File: src/rtl/camera_pkg.sv
package camera_pkg;

  // raster coordinates, wide enough for a 1280x720 sensor
  typedef logic [10:0] x_t;
  typedef logic [9:0]  y_t;

  // column and row tag carried with every pixel
  typedef struct packed {
    x_t x;
    y_t y;
  } pixel_loc_t;

  // camera output format, first byte on the bus holds r and the top of g
  typedef struct packed {
    logic [4:0] r;
    logic [5:0] g;
    logic [4:0] b;
  } rgb565_t;

  // raw parallel bus as it arrives at the pins
  typedef struct packed {
    logic [7:0] data;
    logic       pclk;
    logic       hsync;
    logic       vsync;
  } cam_bus_t;

  // one reconstructed pixel, last marks the bottom right corner
  typedef struct packed {
    logic       valid;
    pixel_loc_t loc;
    rgb565_t    rgb;
    logic       last;
  } pixel_beat_t;

endpackage

File: src/rtl/tracking_pkg.sv
package tracking_pkg;

  // inclusive background window in the cr/cb plane
  typedef struct packed {
    logic [7:0] cr_lo;
    logic [7:0] cr_hi;
    logic [7:0] cb_lo;
    logic [7:0] cb_hi;
  } chroma_window_t;

  typedef struct packed {
    logic                  valid;
    camera_pkg::pixel_loc_t loc;
    logic [7:0]            cr;
    logic [7:0]            cb;
    logic                  last;
  } chroma_beat_t;

  // is_player is high for anything outside the window
  typedef struct packed {
    logic                  valid;
    camera_pkg::pixel_loc_t loc;
    logic                  is_player;
    logic                  last;
  } mask_beat_t;

  typedef struct packed {
    camera_pkg::x_t x;
    camera_pkg::y_t y;
  } centroid_t;

  // bt.601 style chroma weights, scaled by 256
  localparam logic signed [8:0] CR_COEF_R = 9'sd112;
  localparam logic signed [8:0] CR_COEF_G = -9'sd94;
  localparam logic signed [8:0] CR_COEF_B = -9'sd18;
  localparam logic signed [8:0] CB_COEF_R = -9'sd38;
  localparam logic signed [8:0] CB_COEF_G = -9'sd74;
  localparam logic signed [8:0] CB_COEF_B = 9'sd112;
  localparam logic [7:0]        CHROMA_OFFSET = 8'd128;

  // pixel count of a full frame plus one, so an all-player frame fits
  function automatic int count_width(int width, int height);
    return $clog2(width * height + 1);
  endfunction

  // bound on a coordinate sum, every pixel at the largest coordinate
  function automatic int sum_width(int width, int height, int span);
    return $clog2(width * height * span + 1);
  endfunction

endpackage

File: src/rtl/pixel_reconstruct.sv
`timescale 1ns/1ns

module pixel_reconstruct #(
  parameter int FRAME_WIDTH  = 1280,
  parameter int FRAME_HEIGHT = 720
) (
  input  logic                    clk_camera,
  input  logic                    recent_reset,
  input  camera_pkg::cam_bus_t    cam_bus_i,
  output camera_pkg::pixel_beat_t pixel_o
);

  import camera_pkg::*;

  // ====================================================================
  // two flop synchronizer and edge detection
  // ====================================================================

  cam_bus_t sync_a;
  cam_bus_t sync_b;
  // previous synchronized pclk and hsync, only these need edges
  logic     pclk_d;
  logic     hsync_d;

  always_ff @(posedge clk_camera) begin
    sync_a  <= cam_bus_i;
    sync_b  <= sync_a;
    pclk_d  <= sync_b.pclk;
    hsync_d <= sync_b.hsync;
  end

  // capture stage, one cycle after the synchronizer
  logic       take_q;
  logic       hs_fall_q;
  logic       vs_q;
  logic [7:0] data_q;

  always_ff @(posedge clk_camera) begin
    if (recent_reset) begin
      take_q    <= 1'b0;
      hs_fall_q <= 1'b0;
      vs_q      <= 1'b0;
    end else begin
      // a byte counts only on a pclk rise inside the active line
      take_q    <= sync_b.pclk & ~pclk_d & sync_b.hsync;
      hs_fall_q <= hsync_d & ~sync_b.hsync;
      vs_q      <= sync_b.vsync;
    end
  end

  always_ff @(posedge clk_camera) begin
    data_q <= sync_b.data;
  end

  // ====================================================================
  // byte pairing and raster counters
  // ====================================================================

  logic       phase;
  logic [7:0] upper_byte;
  x_t         col;
  y_t         row;

  always_ff @(posedge clk_camera) begin
    if (recent_reset) begin
      phase         <= 1'b0;
      col           <= '0;
      row           <= '0;
      pixel_o.valid <= 1'b0;
      pixel_o.last  <= 1'b0;
    end else begin
      pixel_o.valid <= 1'b0;
      if (vs_q) begin
        // frame blanking, start over at the top left
        phase <= 1'b0;
        col   <= '0;
        row   <= '0;
      end else if (hs_fall_q) begin
        phase <= 1'b0;
        col   <= '0;
        row   <= row + 1'b1;
      end else if (take_q) begin
        if (!phase) begin
          // first byte is the upper half of the word
          upper_byte <= data_q;
          phase      <= 1'b1;
        end else begin
          phase         <= 1'b0;
          pixel_o.valid <= 1'b1;
          pixel_o.rgb   <= {upper_byte, data_q};
          pixel_o.loc   <= '{x: col, y: row};
          pixel_o.last  <= (col == x_t'(FRAME_WIDTH - 1)) &&
                           (row == y_t'(FRAME_HEIGHT - 1));
          // hold at the right edge if a line runs long
          if (col != x_t'(FRAME_WIDTH - 1)) begin
            col <= col + 1'b1;
          end
        end
      end
    end
  end

endmodule

File: src/rtl/chroma_convert.sv
`timescale 1ns/1ns

module chroma_convert (
  input  logic                      clk_camera,
  input  logic                      recent_reset,
  input  camera_pkg::pixel_beat_t   pixel_i,
  output tracking_pkg::chroma_beat_t chroma_o
);

  import camera_pkg::*;
  import tracking_pkg::*;

  // tags that ride along with the arithmetic
  typedef struct packed {
    logic       valid;
    pixel_loc_t loc;
    logic       last;
  } tag_t;

  tag_t s1_tag;
  tag_t s2_tag;

  // stage 1 widens every channel to 8 bits
  logic [7:0] s1_r;
  logic [7:0] s1_g;
  logic [7:0] s1_b;

  // stage 2 products and sums, 9x9 signed never needs more than 18 bits
  logic signed [17:0] cr_sum;
  logic signed [17:0] cb_sum;

  // floored divide by 256
  logic signed [17:0] cr_fl;
  logic signed [17:0] cb_fl;

  always_comb begin
    cr_fl = cr_sum >>> 8;
    cb_fl = cb_sum >>> 8;
  end

  always_ff @(posedge clk_camera) begin
    if (recent_reset) begin
      s1_tag.valid   <= 1'b0;
      s2_tag.valid   <= 1'b0;
      chroma_o.valid <= 1'b0;
    end else begin
      s1_tag.valid   <= pixel_i.valid;
      s2_tag.valid   <= s1_tag.valid;
      chroma_o.valid <= s2_tag.valid;
    end
  end

  always_ff @(posedge clk_camera) begin
    s1_tag.loc  <= pixel_i.loc;
    s1_tag.last <= pixel_i.last;
    s1_r        <= {pixel_i.rgb.r, 3'b000};
    s1_g        <= {pixel_i.rgb.g, 2'b00};
    s1_b        <= {pixel_i.rgb.b, 3'b000};

    s2_tag.loc  <= s1_tag.loc;
    s2_tag.last <= s1_tag.last;
    cr_sum      <= $signed({1'b0, s1_r}) * CR_COEF_R +
                   $signed({1'b0, s1_g}) * CR_COEF_G +
                   $signed({1'b0, s1_b}) * CR_COEF_B;
    cb_sum      <= $signed({1'b0, s1_r}) * CB_COEF_R +
                   $signed({1'b0, s1_g}) * CB_COEF_G +
                   $signed({1'b0, s1_b}) * CB_COEF_B;

    // stage 3 recentres around 128, wraps modulo 256
    chroma_o.loc  <= s2_tag.loc;
    chroma_o.last <= s2_tag.last;
    chroma_o.cr   <= cr_fl[7:0] + CHROMA_OFFSET;
    chroma_o.cb   <= cb_fl[7:0] + CHROMA_OFFSET;
  end

endmodule

File: src/rtl/chroma_keyer.sv
`timescale 1ns/1ns

module chroma_keyer (
  input  logic                        clk_camera,
  input  logic                        recent_reset,
  input  tracking_pkg::chroma_beat_t  chroma_i,
  input  tracking_pkg::chroma_window_t window_i,
  output tracking_pkg::mask_beat_t    mask_o
);

  import tracking_pkg::*;

  logic cr_in_window;
  logic cb_in_window;
  logic is_background;

  // both bounds inclusive
  always_comb begin
    cr_in_window  = (chroma_i.cr >= window_i.cr_lo) && (chroma_i.cr <= window_i.cr_hi);
    cb_in_window  = (chroma_i.cb >= window_i.cb_lo) && (chroma_i.cb <= window_i.cb_hi);
    // background needs both channels inside the window
    is_background = cr_in_window & cb_in_window;
  end

  always_ff @(posedge clk_camera) begin
    if (recent_reset) begin
      mask_o.valid <= 1'b0;
    end else begin
      mask_o.valid <= chroma_i.valid;
    end
  end

  always_ff @(posedge clk_camera) begin
    mask_o.loc       <= chroma_i.loc;
    mask_o.last      <= chroma_i.last;
    mask_o.is_player <= ~is_background;
  end

endmodule

File: src/rtl/centroid_accumulator.sv
`timescale 1ns/1ns

module centroid_accumulator #(
  parameter int FRAME_WIDTH  = 1280,
  parameter int FRAME_HEIGHT = 720,
  localparam int SX_W  = tracking_pkg::sum_width(FRAME_WIDTH, FRAME_HEIGHT, FRAME_WIDTH),
  localparam int SY_W  = tracking_pkg::sum_width(FRAME_WIDTH, FRAME_HEIGHT, FRAME_HEIGHT),
  localparam int CNT_W = tracking_pkg::count_width(FRAME_WIDTH, FRAME_HEIGHT)
) (
  input  logic                     clk_camera,
  input  logic                     recent_reset,
  input  tracking_pkg::mask_beat_t mask_i,
  output logic                     frame_done_o,
  output logic [SX_W-1:0]          sum_x_o,
  output logic [SY_W-1:0]          sum_y_o,
  output logic [CNT_W-1:0]         count_o
);

  // running totals for the frame in progress
  logic [SX_W-1:0]  run_x;
  logic [SY_W-1:0]  run_y;
  logic [CNT_W-1:0] run_n;

  // totals including the current beat
  logic [SX_W-1:0]  next_x;
  logic [SY_W-1:0]  next_y;
  logic [CNT_W-1:0] next_n;

  always_comb begin
    next_x = run_x;
    next_y = run_y;
    next_n = run_n;
    // background pixels add nothing
    if (mask_i.valid && mask_i.is_player) begin
      next_x = run_x + SX_W'(mask_i.loc.x);
      next_y = run_y + SY_W'(mask_i.loc.y);
      next_n = run_n + 1'b1;
    end
  end

  always_ff @(posedge clk_camera) begin
    if (recent_reset) begin
      run_x        <= '0;
      run_y        <= '0;
      run_n        <= '0;
      frame_done_o <= 1'b0;
    end else begin
      frame_done_o <= 1'b0;
      if (mask_i.valid && mask_i.last) begin
        // frame complete, next frame starts from zero
        run_x        <= '0;
        run_y        <= '0;
        run_n        <= '0;
        frame_done_o <= 1'b1;
      end else begin
        run_x <= next_x;
        run_y <= next_y;
        run_n <= next_n;
      end
    end
  end

  // snapshot held for the divider while the next frame accumulates
  always_ff @(posedge clk_camera) begin
    if (mask_i.valid && mask_i.last) begin
      sum_x_o <= next_x;
      sum_y_o <= next_y;
      count_o <= next_n;
    end
  end

endmodule

File: src/rtl/centroid_divider.sv
`timescale 1ns/1ns

module centroid_divider #(
  parameter int FRAME_WIDTH  = 1280,
  parameter int FRAME_HEIGHT = 720,
  localparam int SX_W  = tracking_pkg::sum_width(FRAME_WIDTH, FRAME_HEIGHT, FRAME_WIDTH),
  localparam int SY_W  = tracking_pkg::sum_width(FRAME_WIDTH, FRAME_HEIGHT, FRAME_HEIGHT),
  localparam int CNT_W = tracking_pkg::count_width(FRAME_WIDTH, FRAME_HEIGHT)
) (
  input  logic                    clk_camera,
  input  logic                    recent_reset,
  input  logic                    frame_done_i,
  input  logic [SX_W-1:0]         sum_x_i,
  input  logic [SY_W-1:0]         sum_y_i,
  input  logic [CNT_W-1:0]        count_i,
  output tracking_pkg::centroid_t com_o,
  output logic                    com_valid_o
);

  import camera_pkg::*;

  // both quotients run in lockstep over the wider dividend
  localparam int DW = (SX_W > SY_W) ? SX_W : SY_W;
  localparam int STEP_W = $clog2(DW + 1);

  typedef enum logic [1:0] {IDLE, DIVIDE, FINISH} state_t;

  state_t            state;
  logic [STEP_W-1:0] step;
  logic [CNT_W-1:0]  divisor;
  // dividend shifts out the top while quotient bits enter the bottom
  logic [DW-1:0]     qx;
  logic [DW-1:0]     qy;
  logic [CNT_W-1:0]  rx;
  logic [CNT_W-1:0]  ry;
  logic [CNT_W:0]    step_x;
  logic [CNT_W:0]    step_y;

  // one restoring step, returns {remainder, quotient bit}
  function automatic logic [CNT_W:0] restore_step(logic [CNT_W-1:0] rem, logic bit_in,
                                                  logic [CNT_W-1:0] dvs);
    logic [CNT_W:0] trial;
    logic [CNT_W:0] diff;
    trial = {rem, bit_in};
    diff  = trial - {1'b0, dvs};
    if (trial >= {1'b0, dvs}) begin
      return {diff[CNT_W-1:0], 1'b1};
    end
    return {trial[CNT_W-1:0], 1'b0};
  endfunction

  always_comb begin
    step_x = restore_step(rx, qx[DW-1], divisor);
    step_y = restore_step(ry, qy[DW-1], divisor);
  end

  always_ff @(posedge clk_camera) begin
    if (recent_reset) begin
      state       <= IDLE;
      step        <= '0;
      com_o       <= '0;
      com_valid_o <= 1'b0;
    end else begin
      com_valid_o <= 1'b0;
      case (state)
        IDLE: begin
          // empty frame leaves the previous centroid in place
          if (frame_done_i && (count_i != '0)) begin
            state <= DIVIDE;
            step  <= STEP_W'(DW);
          end
        end
        DIVIDE: begin
          step <= step - 1'b1;
          if (step == STEP_W'(1)) begin
            state <= FINISH;
          end
        end
        default: begin
          // quotients are floored means, they always fit a coordinate
          com_o.x     <= x_t'(qx);
          com_o.y     <= y_t'(qy);
          com_valid_o <= 1'b1;
          state       <= IDLE;
        end
      endcase
    end
  end

  // datapath registers, loaded on a new frame and shifted while dividing
  always_ff @(posedge clk_camera) begin
    if (state == IDLE) begin
      qx      <= DW'(sum_x_i);
      qy      <= DW'(sum_y_i);
      rx      <= '0;
      ry      <= '0;
      divisor <= count_i;
    end else if (state == DIVIDE) begin
      qx <= {qx[DW-2:0], step_x[0]};
      qy <= {qy[DW-2:0], step_y[0]};
      rx <= step_x[CNT_W:1];
      ry <= step_y[CNT_W:1];
    end
  end

endmodule

File: src/rtl/camera_tracker_top.sv
`timescale 1ns/1ns

module camera_tracker_top #(
  parameter int FRAME_WIDTH  = 1280,
  parameter int FRAME_HEIGHT = 720
) (
  input  logic                         clk_camera,
  input  logic                         recent_reset,
  input  camera_pkg::cam_bus_t         cam_bus_i,
  input  tracking_pkg::chroma_window_t window_i,
  output tracking_pkg::mask_beat_t     mask_o,
  output tracking_pkg::centroid_t      com_o,
  output logic                         com_valid_o
);

  import camera_pkg::*;
  import tracking_pkg::*;

  localparam int SX_W  = sum_width(FRAME_WIDTH, FRAME_HEIGHT, FRAME_WIDTH);
  localparam int SY_W  = sum_width(FRAME_WIDTH, FRAME_HEIGHT, FRAME_HEIGHT);
  localparam int CNT_W = count_width(FRAME_WIDTH, FRAME_HEIGHT);

  // ====================================================================
  // pixel path, camera pins to player mask
  // ====================================================================

  pixel_beat_t  pixel;
  chroma_beat_t chroma;

  pixel_reconstruct #(
    .FRAME_WIDTH (FRAME_WIDTH),
    .FRAME_HEIGHT(FRAME_HEIGHT)
  ) i_pixel_reconstruct (
    .clk_camera  (clk_camera),
    .recent_reset(recent_reset),
    .cam_bus_i   (cam_bus_i),
    .pixel_o     (pixel)
  );

  chroma_convert i_chroma_convert (
    .clk_camera  (clk_camera),
    .recent_reset(recent_reset),
    .pixel_i     (pixel),
    .chroma_o    (chroma)
  );

  // mask_o is also the accumulator input
  chroma_keyer i_chroma_keyer (
    .clk_camera  (clk_camera),
    .recent_reset(recent_reset),
    .chroma_i    (chroma),
    .window_i    (window_i),
    .mask_o      (mask_o)
  );

  // ====================================================================
  // per frame centroid
  // ====================================================================

  logic             frame_done;
  logic [SX_W-1:0]  sum_x;
  logic [SY_W-1:0]  sum_y;
  logic [CNT_W-1:0] count;

  centroid_accumulator #(
    .FRAME_WIDTH (FRAME_WIDTH),
    .FRAME_HEIGHT(FRAME_HEIGHT)
  ) i_centroid_accumulator (
    .clk_camera  (clk_camera),
    .recent_reset(recent_reset),
    .mask_i      (mask_o),
    .frame_done_o(frame_done),
    .sum_x_o     (sum_x),
    .sum_y_o     (sum_y),
    .count_o     (count)
  );

  centroid_divider #(
    .FRAME_WIDTH (FRAME_WIDTH),
    .FRAME_HEIGHT(FRAME_HEIGHT)
  ) i_centroid_divider (
    .clk_camera  (clk_camera),
    .recent_reset(recent_reset),
    .frame_done_i(frame_done),
    .sum_x_i     (sum_x),
    .sum_y_i     (sum_y),
    .count_i     (count),
    .com_o       (com_o),
    .com_valid_o (com_valid_o)
  );

endmodule

File: config.mk
export PLATFORM = sky130hd
export DESIGN_NAME = camera_tracker_top
export DESIGN_NICKNAME = d
export VERILOG_FILES = /design/src/rtl/camera_pkg.sv /design/src/rtl/tracking_pkg.sv /design/src/rtl/pixel_reconstruct.sv /design/src/rtl/chroma_convert.sv /design/src/rtl/chroma_keyer.sv /design/src/rtl/centroid_accumulator.sv /design/src/rtl/centroid_divider.sv /design/src/rtl/camera_tracker_top.sv
export SDC_FILE = /design/constraint.sdc
export NUM_CORES = 1
export LEC_CHECK = 0
export BUFFER_PORTS_ARGS = -buffer_cell sky130_fd_sc_hd__clkbuf_2
export CAP_MARGIN = 20
export CORE_AREA = 5 5 279 335
export CTS_CLUSTER_SIZE = 25
export DETAILED_ROUTE_END_ITERATION = 12
export DIE_AREA = 0 0 284 340
export HOLD_SLACK_MARGIN = 0.03
export SLEW_MARGIN = 10
export SYNTH_ARGS = -nofsm -noshare
export SYNTH_HDL_FRONTEND = slang
export SYNTH_HIERARCHICAL = 1
export SYNTH_SLANG_ARGS = --single-unit
File: constraint.sdc
create_clock -name clk_camera -period 9.7 [get_ports clk_camera]
set_input_delay 1.94 -clock clk_camera [delete_from_list [all_inputs] [get_ports clk_camera]]
set_output_delay 1.94 -clock clk_camera [all_outputs]
set_load 0.005 [all_outputs]
==> results.cfg <==
[routing]
antenna_viol_nets_final = 0
route.detailed.drc = 0
first_drt_pass_iteration_count = 5
vias_per_cell = 4.58
count_of_routing_violations_after_the_opening_detailed_route_iteration = 773
avgRoutedWirePerCell_um = 14.6
route.vias.total = 16740
post_detailed_routing_wire_length_um = 53400

[logic_synthesis]
synth_top_cells_by_count = 352 x dfxtp_1, 234 x ha_1, 207 x edfxtp_1, 190 x inv_1, 171 x nand2_1
cell_variety_after_synth = 104
synth.largest_area_cell = dfxtp_1
synthesis.instances = 2332
postSynthNetCount = 2664
synth_top_flop_cell = dfxtp_1
synth.most_common_cell = dfxtp_1
top_area_cells_in_the_synthesized_netlist = dfxtp_1 26%, edfxtp_1 23%, ha_1 11%
synthesis.area_per_instance_um2 = 11.5
netlist.area_leader.share = 0.264
async_flop_share = 0
synth_seq_cells = 559
synth.yosys.warnings = 6
seq_area_frac_synth = 0.496
synth_edf_count = 207
synth_area_mm2 = 0.0267

[worst_setup_path]
worst-path-stages = 23
cp_common_cell = inv_1
critPathTopFamily = adder cells
reg2reg_start = i_chroma_convert/s1_g[4]$_DFF_P_
worstPathCellList = inv_1 -> ha_1 -> inv_1 -> ha_1 -> inv_1 -> fa_1 -> inv_1 -> fa_1 -> ha_1 -> a21o_1 -> a21oi_1 -> nor2b_1 -> o21a_1 -> nor2_1 -> xor2_1 -> fa_1 -> inv_1 -> ha_1 -> a21o_1 -> a21o_1 -> a21o_1 -> a31oi_1 -> xnor2_1
worstSetupPathType = flip-flop to flip-flop
data_arrival_critical_path_ns = 5.95
critPathMaxStageDelay_ns = 0.53
critPathLaunchType = flip-flop
timing.rr.end = i_chroma_convert/cb_sum[15]$_DFF_P_
crit_buf_inv = 5
worst-endpoint-required_ns = 10.25
slowest_stage = fa_1
r2r.worst_path.cells = 23
worstPathMaxFanout = 6
r2r_slack_ns = 4.30
critical_path.endpoint_type = flip-flop

[power]
total_power_uw = 4790
irDropWorstVdd_mv = 0.152
power_leakage_uw = 0.0129
powerDensity_mw_per_mm2 = 157

[job]
maxCapViolations = 0

[clocking]
total_number_of_clock_tree_sinks = 559
clk-insertion-delay-late_ns = 0.63
cts_max_path_buffers = 3
post_cts_buffers = 0
cts-root-buf = clkbuf_16
cts.reportedPaths.clkPinSlew_ns = 0.06
tritoncts_clock_tree = built
cts-buffers-inserted = 59
htree_num_levels = 2
postCtsResizedCells = 0
cts_hold_repair.buffers = 0

[sta]
max_slew.worst_pin.slew_ns = 1.05
fin_worst_skew_ns = 0.0393
unrepaired_setup_endpoints_after_global_routing = no
finalHoldViolCount = 0
final-setup-viol-count = 0
slew_violations = 0
layout_min_cycle_time_ns = 5.40
slew-limit-headroom = 0.300
fin_crit_sh = 0.557
final.setup.tns_ns = 0
achievable-frequency_mhz = 185

[final_layout]
multi_input_area_mm2 = 0.0125
nNetsFinal = 2771
area_delta_synth_final_pct = 14.3
filler_cell_count = 8908
layout-drive-gt1-share = 0.132
antennaDiodeCount = 0
summed_area_of_non_filler_cells_in_the_final_layout_mm2 = 0.0305
area.sequential_mm2 = 0.0133

[floorplanning]
die_y_um = 340
die_area_mm2 = 0.0966
rows = 121
die_w_um = 284
design.core.area_mm2 = 0.0901
io_pins = 91
starting_utilization_of_the_core_area = 0.297

[min_path]
worst_hold_path.num_cells = 0
holdCritStartpoint = i_pixel_reconstruct/sync_b[5]$_DFF_P_
timing.hold.worst.class = flip-flop to flip-flop
whs_endpoint = i_pixel_reconstruct/data_q[2]$_DFF_P_

[global_route]
vias_in_the_first_global_route = 16861
gr-usage-all-layers = 0.109
global_route_wire_length_before_repair_um = 87500
grt_antenna_before_repair = 0
grt_start_max_net_pins = 79
gr-total-overflow = 0

[placement]
dpl_cell_area_mm2 = 0.0285
buffer_ports.inserted = 90
finalWeightedCongestion = 0.817
dp_hpwl_um = 38100

[status]
run_status = finished clean
-- registers in the layout (all words and copies together) (netlist names), 20 cells and up --
| register | count |
|---|---|
| i_centroid_divider/qy | 31 |
| i_centroid_divider/divisor | 20 |
| i_chroma_convert/s2_tag | 23 |
| i_centroid_accumulator/sum_y_o | 30 |
| i_centroid_accumulator/run_y | 30 |
| i_centroid_divider/ry | 20 |
| i_centroid_accumulator/sum_x_o | 31 |
| i_centroid_divider/rx | 20 |
| i_chroma_convert/s1_tag | 23 |
| i_pixel_reconstruct/pixel_o | 39 |
| i_chroma_keyer/mask_o | 24 |
| i_centroid_accumulator/run_x | 31 |
| i_centroid_divider/qx | 31 |
| i_chroma_convert/chroma_o | 39 |
| i_centroid_accumulator/run_n | 20 |
| i_centroid_divider/com_o | 21 |
| i_centroid_accumulator/count_o | 20 |
-- cell type report --
class | instances | share of cell area
Sequential cell | 559 | 0.434
Multi-Input combinational cell | 1524 | 0.409
Clock buffer | 77 | 0.0550
Tap cell | 1168 | 0.0478
Inverter | 191 | 0.0235
Timing Repair Buffer | 104 | 0.0188
Clock inverter | 34 | 0.0115
-- power by group --
part           internal, µW  switching (µW)  leakage [µW]
Sequential             2430            6.52       0.00499
Combinational          28.2            39.2       0.00698
Clock                  1320             965      0.000979
Total                  3780            1010        0.0129
-- layout by cell type, fill, tap and decap left out, drive strengths merged, types with 8 or more instances in the layout --
master    synthesis  routed
o21bai           13      13
nand4            33      33
nand3            40      40
and4             10      10
edfxtp          207     207
and2             34      34
o21a             17      17
ha              234     234
buf              11      14
nor2             89      89
a31oi            11      11
clkbuf           47     167
mux2i            85      85
nand2           173     173
xnor2            70      70
a21oi           107     107
mux2             60      60
inv             191     197
nand2b           10      10
clkinv            0      17
a211oi           21      21
fa               53      53
or4               8       8
xor2             82      82
nor3             27      27
dfxtp           352     352
clkinvlp          0       8
o211ai           14      14
o21ai            90      90
a32oi             8       8
and3             20      20
nor4             19      19
or3              38      38
a21o             39      39
nor2b            20      20
o31ai            14      14
-- per-stage QoR --
step	hold slack, ns	std cells	worst slack, ns	utilization
2_1_floorplan	0.310	2332	4.60	-
4_1_cts	0.322	3656	4.28	0.339
5_1_grt	0.328	3657	3.99	0.339
3_5_place_dp	0.312	3545	4.30	0.316
6_report	0.322	3657	4.30	0.339
3_3_place_gp	0.310	3545	4.30	0.316
-- routing by layer --
metal / share of wire / vias to the layer above / track usage / wire (µm)
li1: - / 8522 / - / -
met1: 0.46 / 7946 / 0.141 / 24500
met2: 0.48 / 195 / 0.186 / 25400
met3: 0.037 / 77 / 0.0207 / 1960
met4: 0.028 / 0 / 0.0354 / 1510
met5: 0 / - / 0 / 0
-- cell families (layout without fill, tap and decap cells) --
kind of cell    Yosys count  in the layout  synth area share
fa+ha+maj               287            287             0.149
simple gates            546            546             0.110
buf+inv                 249            406            0.0373
xor+xnor                152            152            0.0498
flops                   559            559             0.496
mux                     145            145            0.0571
compound gates          394            394             0.100
-- worst max path at each step --
| stage | start | slack (ns) | to |
|---|---|---|---|
| floorplan | i_chroma_convert/s1_g[4]$_DFF_P_ | 4.60 | i_chroma_convert/cb_sum[15]$_DFF_P_ |
| global placement | i_chroma_convert/s1_g[4]$_DFF_P_ | 4.30 | i_chroma_convert/cb_sum[15]$_DFF_P_ |
| detailed placement | i_chroma_convert/s1_g[4]$_DFF_P_ | 4.30 | i_chroma_convert/cb_sum[15]$_DFF_P_ |
| CTS | i_chroma_convert/s1_g[4]$_DFF_P_ | 4.28 | i_chroma_convert/cb_sum[15]$_DFF_P_ |
| global route | i_chroma_convert/s1_g[4]$_DFF_P_ | 3.99 | i_chroma_convert/cb_sum[15]$_DFF_P_ |
| finish | i_chroma_convert/s1_g[4]$_DFF_P_ | 4.30 | i_chroma_convert/cb_sum[15]$_DFF_P_ |
-- worst reg2reg max path, delay by kind of cell (launching register included) --
family / cells / cell delay (ns)
fa+ha+maj: 7 / 2.85
xor+xnor: 2 / 0.23
buf+inv: 5 / 0.28
flops: 1 / 0.44
compound gates: 7 / 1.32
simple gates: 2 / 0.20
(Power assumes the default switching activity.)
